<file path="src/verilog/rv_mem_pkg.sv">
`default_nettype none

package rv_mem_pkg;

    // ##########################################################
    // widths and sizes
    // ##########################################################
    localparam int xlen = 32;
    localparam int mem_awidth = 5;
    localparam int mem_words = 2 ** mem_awidth;
    localparam int reg_awidth = 5;
    localparam int opcode_width = 7;
    localparam int funct_width = 3;

    // the memory answers this many cycles after the issue edge.
    localparam int mem_wait_cycles = 1;
    localparam int wait_cnt_width = $clog2(mem_wait_cycles + 1);

    // ##########################################################
    // RV32I encodings
    // ##########################################################
    localparam logic [opcode_width-1:0] op_load = 7'b0000011;
    localparam logic [opcode_width-1:0] op_store = 7'b0100011;
    localparam logic [opcode_width-1:0] op_rtype = 7'b0110011;
    localparam logic [opcode_width-1:0] op_itype = 7'b0010011;
    localparam logic [opcode_width-1:0] op_jal = 7'b1101111;
    localparam logic [opcode_width-1:0] op_jalr = 7'b1100111;
    localparam logic [opcode_width-1:0] op_lui = 7'b0110111;
    localparam logic [opcode_width-1:0] op_auipc = 7'b0010111;

    // loads and stores share the size field of funct3.
    localparam logic [funct_width-1:0] f_byte = 3'b000;
    localparam logic [funct_width-1:0] f_half = 3'b001;
    localparam logic [funct_width-1:0] f_word = 3'b010;
    localparam logic [funct_width-1:0] f_byte_u = 3'b100;
    localparam logic [funct_width-1:0] f_half_u = 3'b101;

    typedef union packed {
        logic [xlen-1:0] word;
        logic [xlen/8-1:0][7:0] lane;
    } mem_word_t;

endpackage

`default_nettype wire

</file>
<file path="src/verilog/data_bus_if.sv">
`default_nettype none

interface data_bus_if import rv_mem_pkg::*; ();

    logic cyc;
    logic stb;
    logic we;
    logic [mem_awidth-1:0] addr;
    logic [3:0] byte_en;
    mem_word_t wdata;
    mem_word_t rdata;
    logic ack;

    modport stage (
        output cyc, stb, we, addr, byte_en, wdata,
        input rdata, ack
    );

    modport memory (
        input cyc, stb, we, addr, byte_en, wdata,
        output rdata, ack
    );

endinterface

`default_nettype wire

</file>
<file path="src/verilog/data_memory.sv">
`default_nettype none

module data_memory import rv_mem_pkg::*; (
    input wire me_clk,
    input wire me_rst,
    data_bus_if.memory bus
);

    mem_word_t mem [mem_words];
    logic [mem_awidth-1:0] addr_q;
    logic busy;
    logic [wait_cnt_width-1:0] wait_cnt;
    logic req;

    assign req = bus.cyc && bus.stb;
    assign bus.ack = busy && (wait_cnt == wait_cnt_width'(mem_wait_cycles - 1));
    assign bus.rdata = mem[addr_q];

    // ##########################################################
    // storage
    // ##########################################################
    always_ff @(posedge me_clk or negedge me_rst) begin
        if (!me_rst) begin
            for (int i = 0; i < mem_words; i++) begin
                mem[i] <= '0;
            end
        end else if (req && bus.we) begin
            for (int l = 0; l < 4; l++) begin
                if (bus.byte_en[l]) begin
                    mem[bus.addr].lane[l] <= bus.wdata.lane[l];
                end
            end
        end
    end

    always_ff @(posedge me_clk) begin
        if (req) begin
            addr_q <= bus.addr;
        end
    end

    // ##########################################################
    // acknowledge delay
    // ##########################################################
    always_ff @(posedge me_clk or negedge me_rst) begin
        if (!me_rst) begin
            busy <= 1'b0;
            wait_cnt <= '0;
        end else if (req) begin
            busy <= 1'b1;
            wait_cnt <= '0;
        end else if (bus.ack) begin
            busy <= 1'b0;
        end else if (busy) begin
            wait_cnt <= wait_cnt + 1'b1;
        end
    end

    // a request may only land in the cycle that retires the previous one.
    a_single_outstanding: assert property (
        @(posedge me_clk) disable iff (!me_rst) req |-> (!busy || bus.ack)
    );

endmodule

`default_nettype wire

</file>
<file path="src/verilog/load_extend.sv">
`default_nettype none

module load_extend import rv_mem_pkg::*; (
    input wire [funct_width-1:0] funct3,
    input wire [1:0] offset,
    input wire mem_word_t rdata,
    output logic [xlen-1:0] value
);

    logic [1:0] hi_lane;
    logic [7:0] sel_byte;
    logic [15:0] sel_half;

    // offset 3 wraps for halfwords, which never reach here legally.
    assign hi_lane = offset + 2'd1;
    assign sel_byte = rdata.lane[offset];
    assign sel_half = {rdata.lane[hi_lane], rdata.lane[offset]};

    always_comb begin
        case (funct3)
            f_byte: value = {{24{sel_byte[7]}}, sel_byte};
            f_byte_u: value = {24'b0, sel_byte};
            f_half: value = {{16{sel_half[15]}}, sel_half};
            f_half_u: value = {16'b0, sel_half};
            f_word: value = rdata.word;
            default: value = '0;
        endcase
    end

endmodule

`default_nettype wire

</file>
<file path="src/verilog/mem_stage.sv">
`default_nettype none

module mem_stage import rv_mem_pkg::*; (
    input wire me_clk,
    input wire me_rst,
    input wire ce,
    input wire [opcode_width-1:0] opcode,
    input wire [funct_width-1:0] funct3,
    input wire [reg_awidth-1:0] rd_addr,
    input wire [xlen-1:0] alu_value,
    input wire [xlen-1:0] rs2_data,
    input wire flush,
    output logic stall,
    output logic flush_wb,
    output logic wb_ce,
    output logic wb_rd_we,
    output logic [reg_awidth-1:0] wb_rd_addr,
    output logic [xlen-1:0] wb_rd_data,
    data_bus_if.stage bus
);

    logic is_load;
    logic is_store;
    logic is_mem;
    logic is_pass;
    logic accept;
    logic issue;
    logic [1:0] offset;
    logic pending;
    logic squash;
    logic pend_load;
    logic [funct_width-1:0] pend_funct3;
    logic [1:0] pend_offset;
    logic [reg_awidth-1:0] pend_rd;
    logic [xlen-1:0] load_value;

    // ##########################################################
    // decode and issue
    // ##########################################################
    assign is_load = (opcode == op_load);
    assign is_store = (opcode == op_store);
    assign is_mem = is_load || is_store;
    assign is_pass = (opcode == op_rtype) || (opcode == op_itype) || (opcode == op_jal) ||
                     (opcode == op_jalr) || (opcode == op_lui) || (opcode == op_auipc);
    assign offset = alu_value[1:0];

    // in the ack cycle the load result owns the next writeback slot, so only
    // another memory item may enter then.
    assign stall = pending && (!bus.ack || (ce && !is_mem));
    assign accept = ce && !stall && !flush;
    assign issue = accept && is_mem;

    assign bus.cyc = issue;
    assign bus.stb = issue;
    assign bus.we = issue && is_store;
    assign bus.addr = alu_value[mem_awidth+1:2];

    store_align u_store_align (
        .funct3 (funct3),
        .offset (offset),
        .rs2_data (rs2_data),
        .wdata (bus.wdata),
        .byte_en (bus.byte_en)
    );

    load_extend u_load_extend (
        .funct3 (pend_funct3),
        .offset (pend_offset),
        .rdata (bus.rdata),
        .value (load_value)
    );

    // ##########################################################
    // pending tracker and writeback
    // ##########################################################
    always_ff @(posedge me_clk or negedge me_rst) begin
        if (!me_rst) begin
            pending <= 1'b0;
            squash <= 1'b0;
            flush_wb <= 1'b0;
            wb_ce <= 1'b0;
            wb_rd_we <= 1'b0;
        end else begin
            flush_wb <= flush;
            wb_ce <= 1'b0;
            wb_rd_we <= 1'b0;
            if (bus.ack) begin
                pending <= 1'b0;
                squash <= 1'b0;
                if (!flush && !squash) begin
                    wb_ce <= 1'b1;
                    wb_rd_we <= pend_load;
                end
            end else if (flush && pending) begin
                // the bus still owes an ack, only its result is dropped.
                squash <= 1'b1;
            end
            if (accept) begin
                if (is_mem) begin
                    pending <= 1'b1;
                end else begin
                    wb_ce <= 1'b1;
                    wb_rd_we <= is_pass;
                end
            end
        end
    end

    always_ff @(posedge me_clk) begin
        if (issue) begin
            pend_load <= is_load;
            pend_funct3 <= funct3;
            pend_offset <= offset;
            pend_rd <= rd_addr;
        end
        if (bus.ack) begin
            wb_rd_addr <= pend_rd;
            wb_rd_data <= load_value;
        end
        if (accept && !is_mem) begin
            wb_rd_addr <= rd_addr;
            wb_rd_data <= alu_value;
        end
    end

    a_aligned_access: assert property (
        @(posedge me_clk) disable iff (!me_rst)
        issue |-> !(((funct3 == f_half) || (funct3 == f_half_u)) && (offset == 2'd3)) &&
                  !((funct3 == f_word) && (offset != 2'd0))
    );

    a_ack_expected: assert property (
        @(posedge me_clk) disable iff (!me_rst) bus.ack |-> pending
    );

endmodule

`default_nettype wire

</file>
<file path="src/verilog/mem_subsystem.sv">
`default_nettype none

module mem_subsystem import rv_mem_pkg::*; (
    input wire me_clk,
    input wire me_rst,
    input wire ce,
    input wire [opcode_width-1:0] opcode,
    input wire [funct_width-1:0] funct3,
    input wire [reg_awidth-1:0] rd_addr,
    input wire [xlen-1:0] alu_value,
    input wire [xlen-1:0] rs2_data,
    input wire flush,
    output logic stall,
    output logic flush_wb,
    output logic wb_ce,
    output logic wb_rd_we,
    output logic [reg_awidth-1:0] wb_rd_addr,
    output logic [xlen-1:0] wb_rd_data
);

    data_bus_if u_bus ();

    mem_stage u_stage (
        .me_clk (me_clk),
        .me_rst (me_rst),
        .ce (ce),
        .opcode (opcode),
        .funct3 (funct3),
        .rd_addr (rd_addr),
        .alu_value (alu_value),
        .rs2_data (rs2_data),
        .flush (flush),
        .stall (stall),
        .flush_wb (flush_wb),
        .wb_ce (wb_ce),
        .wb_rd_we (wb_rd_we),
        .wb_rd_addr (wb_rd_addr),
        .wb_rd_data (wb_rd_data),
        .bus (u_bus.stage)
    );

    data_memory u_mem (
        .me_clk (me_clk),
        .me_rst (me_rst),
        .bus (u_bus.memory)
    );

endmodule

`default_nettype wire

</file>
<file path="src/verilog/store_align.sv">
`default_nettype none

module store_align import rv_mem_pkg::*; (
    input wire [funct_width-1:0] funct3,
    input wire [1:0] offset,
    input wire [xlen-1:0] rs2_data,
    output mem_word_t wdata,
    output logic [3:0] byte_en
);

    always_comb begin
        wdata.word = '0;
        byte_en = 4'b0000;
        case (funct3)
            f_byte: begin
                wdata.word = {4{rs2_data[7:0]}};
                byte_en = 4'b0001 << offset;
            end
            f_half: begin
                // shifting keeps the low byte in the lower enabled lane.
                wdata.word = {2{rs2_data[15:0]}} << {offset, 3'b000};
                case (offset)
                    2'd0: byte_en = 4'b0011;
                    2'd1: byte_en = 4'b0110;
                    2'd2: byte_en = 4'b1100;
                    default: byte_en = 4'b0000;
                endcase
            end
            f_word: begin
                wdata.word = rs2_data;
                byte_en = 4'b1111;
            end
            default: begin
                wdata.word = '0;
                byte_en = 4'b0000;
            end
        endcase
    end

endmodule

`default_nettype wire
</file>
<file path="config.mk">
export PLATFORM = sky130hd
export DESIGN_NAME = mem_subsystem
export DESIGN_NICKNAME = d
export VERILOG_FILES = /design/src/verilog/rv_mem_pkg.sv /design/src/verilog/data_bus_if.sv /design/src/verilog/data_memory.sv /design/src/verilog/load_extend.sv /design/src/verilog/mem_stage.sv /design/src/verilog/mem_subsystem.sv /design/src/verilog/store_align.sv
export SDC_FILE = /design/constraint.sdc
export NUM_CORES = 2
export LEC_CHECK = 0
export ABC_CLOCK_PERIOD_IN_PS = 7700
export BUFFER_PORTS_ARGS = -buffer_cell sky130_fd_sc_hd__clkbuf_2
export CAP_MARGIN = 30
export CORE_UTILIZATION = 50
export DETAILED_ROUTE_END_ITERATION = 10
export PLACE_DENSITY_LB_ADDON = 0.2
export SYNTH_ARGS = -nofsm -noshare
export SYNTH_HDL_FRONTEND = slang
export SYNTH_HIERARCHICAL = 1
export SYNTH_SLANG_ARGS = --single-unit
</file>
<file path="constraint.sdc">
create_clock -name me_clk -period 7.7 [get_ports me_clk]
set_input_delay 0.77 -clock me_clk [delete_from_list [all_inputs] [get_ports me_clk]]
set_output_delay 0.77 -clock me_clk [all_outputs]
set_load 0.005 [all_outputs]
</file>
==> flow_summary.toml <==
[layout]
most_common_cell_after_layout_fill_and_taps_aside = "sky130_fd_sc_hd__mux2_2"
final_cell_mix = "1,037 x sky130_fd_sc_hd__mux2_2, 1,031 x sky130_fd_sc_hd__dfrtp_1, 522 x sky130_fd_sc_hd__mux2i_1"
drive_gt1_share_pct = 40.7
design.final.nets = 4017
fill_cells = 8465
area_growth_syn_to_layout_pct = 11.8

[global_route]
first_pass_grt_wire_length_um = 213000
grt_util_all_layers_pct = 27.1
antenna_found_initial = 0
grt_pass1_vias = 32533
pin_count_of_the_biggest_net_entering_global_routing = 165
globalRouteOverflowTotal = 0

[setup_path]
crit_required_ns = 8.15
path_max_fanout = 111
worstSetupStartpointType = "flop"
cp-end-kind = "flop"
path_class = "reg -> reg"
worstPathArrival_ns = 5.08

[power]
p_leak_uw = 0.0286
p_switching_uw = 2610
sequentialPowerShare_pct = 47.9
internal_power_uw = 9360
peakVddDrop_mv = 0.172
totalPowerFinal_uw = 12000
combinationalPowerShare_pct = 3.1
power.share.clock_pct = 49.0
power.density_cell_area_mw_per_mm2 = 207
power.switching_fraction_pct = 21.8

[route]
violation_count_after_the_first_detailed_routing_iteration = 2623
totalWireLength_um = 140000
postRouteAntennaNets = 0
average_wire_per_cell_in_the_routed_design_um = 26.1
detail_route.drc_violations = 0
first_pass_iters = 6
average_via_count_per_standard_cell = 6.01
routed-via-count = 32411

[synth]
synth.lib_cells_used.distinct = 63
ys.flop_type = "sky130_fd_sc_hd__dfrtp_1"
post_synth_instance_area_mm2 = 0.0517
synthesis.nets = 3972
area_share_of_the_largest_cell_type_after_synthesis_pct = 49.9
synth.largest_area_cell = "sky130_fd_sc_hd__dfrtp_1"
synth.top_cells.by_area = "sky130_fd_sc_hd__dfrtp_1 50%, sky130_fd_sc_hd__mux2_2 23%, sky130_fd_sc_hd__mux2i_1 10%, sky130_fd_sc_hd__edfxtp_1 3.1%, sky130_fd_sc_hd__a22oi_1 1.6%"
synth_sequential_area_ratio_pct = 53.0
yosysWarningCount = 6
mapped_avg_cell_area_um2 = 13.3
syn_inst = 3883
ys_async_sr_fraction_pct = 95.1
synth-seq-cells = 1084
number_of_enable_type_register_cells_in_the_synthesized_netlist = 53

[clock_network]
post_cts_resize_count = 0
clock_slew_seen_by_the_registers_of_the_worst_setup_and_hold_paths_ns = 0.06
cts_root_buffer = "sky130_fd_sc_hd__clkbuf_16"
cts-buffers-inserted = 116
cts_max_level = 3
clkLatencyLatePin_ns = 0.70
cts_post_setup_buffers_inserted = 0
cts_tree = "done"
cts-root-to-sink-buffers = 3
cts.sink_count = 1084
ctsHoldBuffers = 0

[floorplan]
num_rows = 117
initial_core_utilization_pct = 50.6
fp.dieArea_mm2 = 0.105
vertical_die_dimension_um = 324
floorplan.core_area_mm2 = 0.102
num_io_pins = 124
fp.dieW_um = 324

[placed_design]
finalWeightedCongestion = 0.837
post-dp-hpwl_um = 89900
count_of_input_and_output_buffers = 123

[timing]
finalCritPeriodShare_pct = 60.2
fmax_ghz = 0.216
timing.final.max_slew_violations = 0
final_hold_viol_count = 0
skew_ns = 0.0328
totalNegativeSetupSlack_ns = 0
worst-slew-pin-transition_ns = 1.15
maxSlewHeadroom_pct = 23.2
fin_crit_ns = 4.63
unrepaired_setup_endpoints_after_global_routing = "no"
setup-violations-final = 0

[min_path]
holdCritPathClass = "in -> async"

[flow_run]
max_cap_violations = 0

[outcome]
status = "completed"
-- cells in the mapped netlist, drive strengths merged, types with 4 or more instances --
cell type	n
mux2	1076
dfrtp	1031
mux2i	523
nand2	192
clkbuf	167
a21oi	123
buf	112
a22oi	111
nand3	103
nor2	100
a22o	64
edfxtp	53
nor3	41
a31oi	32
o21ai	28
o22ai	16
nor2b	15
o2bb2ai	15
and2	13
nand2b	9
a211o	8
and3	6
ha	6
inv	5
or2	5
nor3b	4
-- per-layer routing --
metal	share of wire, %	vias to the layer above	track usage (%)	wire length [um]
li1	-	14258	-	-
met1	46	17113	39.7	65100
met2	46	861	41.9	64000
met3	5.6	179	3.83	7900
met4	2.4	0	7.53	3370
met5	0	-	0	0
-- final timing paths --
check                                 from                     end  slack [ns]  cells past startpoint
max reg2reg                u_mem/addr_q[1]  u_stage/wb_rd_data[18]        3.07                     10
max                        u_mem/addr_q[1]  u_stage/wb_rd_data[18]        3.07                     10
min                                 me_rst          u_mem/mem[576]        0.12                      1
max in group asynchronous           me_rst           u_mem/mem[73]        5.65                      3
min reg2reg                 u_mem/mem[808]          u_mem/mem[808]        0.49                      1
min in group me_clk                  flush        u_stage/flush_wb        0.22                      1
-- area by class of cell --
type / count / area (um^2) / share of cell area, %
timing repair buffer: 206 / 1430 / 2.47
clock inverter: 39 / 546 / 0.943
multi-input combinational: 2514 / 23200 / 40.1
inverter: 6 / 22.5 / 0.0389
clock buffer: 172 / 3540 / 6.11
sequential: 1084 / 27400 / 47.3
tap: 1368 / 1710 / 2.96
antenna: 1 / 2.50 / 0.00433
-- stage by stage --
stage | instance area (um^2) | utilization, % | setup WS, ns | hold slack [ns] | instances
floorplan | 51700 | - | 4.20 | 0.458 | 3883
global placement | 53700 | 52.5 | 3.06 | 0.467 | 5171
detailed placement | 53800 | 52.6 | 3.11 | 0.479 | 5178
CTS | 57900 | 56.6 | 3.10 | 0.103 | 5389
global route | 57900 | 56.6 | 2.81 | 0.154 | 5389
finish | 57900 | 56.6 | 3.07 | 0.118 | 5390
-- sequential cells by signal, summed over array words and instances (netlist names) --
register	cells
u_stage/flush_wb	1
u_stage/pend_load	1
u_stage/wb_rd_data	32
u_mem/mem	1024
u_stage/pend_offset	2
u_stage/pending	1
u_stage/pend_funct3	3
u_stage/squash	1
u_mem/wait_cnt	1
u_stage/wb_rd_addr	5
u_stage/wb_ce	1
u_mem/addr_q	5
u_mem/busy	1
u_stage/wb_rd_we	1
u_stage/pend_rd	5
-- logic make-up after synthesis --
family	after synthesis	synth area share (%)
buf+inv	285	2.50
simple gates	499	5.30
fa+ha+maj	6	0.145
flops	1084	53.0
mux	1602	33.7
compound gates	407	5.40
-- worst max-delay path: stages, from the launching register on --
cell and delay (ns):
sky130_fd_sc_hd__edfxtp_1 0.92, sky130_fd_sc_hd__buf_12 0.66, sky130_fd_sc_hd__mux2i_1 0.27, sky130_fd_sc_hd__a22o_1 0.16
sky130_fd_sc_hd__nor3_1 0.06, sky130_fd_sc_hd__a31oi_1 0.33, sky130_fd_sc_hd__nand3_1 0.30, sky130_fd_sc_hd__mux4_2 0.55
sky130_fd_sc_hd__mux2i_4 0.58, sky130_fd_sc_hd__o21ai_1 0.14, sky130_fd_sc_hd__mux2_2 0.28
-- power groups by stage --
stage,Clock (uW),Sequential (uW),Combinational [uW]
2_1_floorplan,0,5840,119
3_3_place_gp,0,5840,369
3_5_place_dp,0,5840,374
4_1_cts,5980,5730,375
5_1_grt,6220,5730,404
6_report,5860,5730,373
Power figures use the tool's default switching activity.
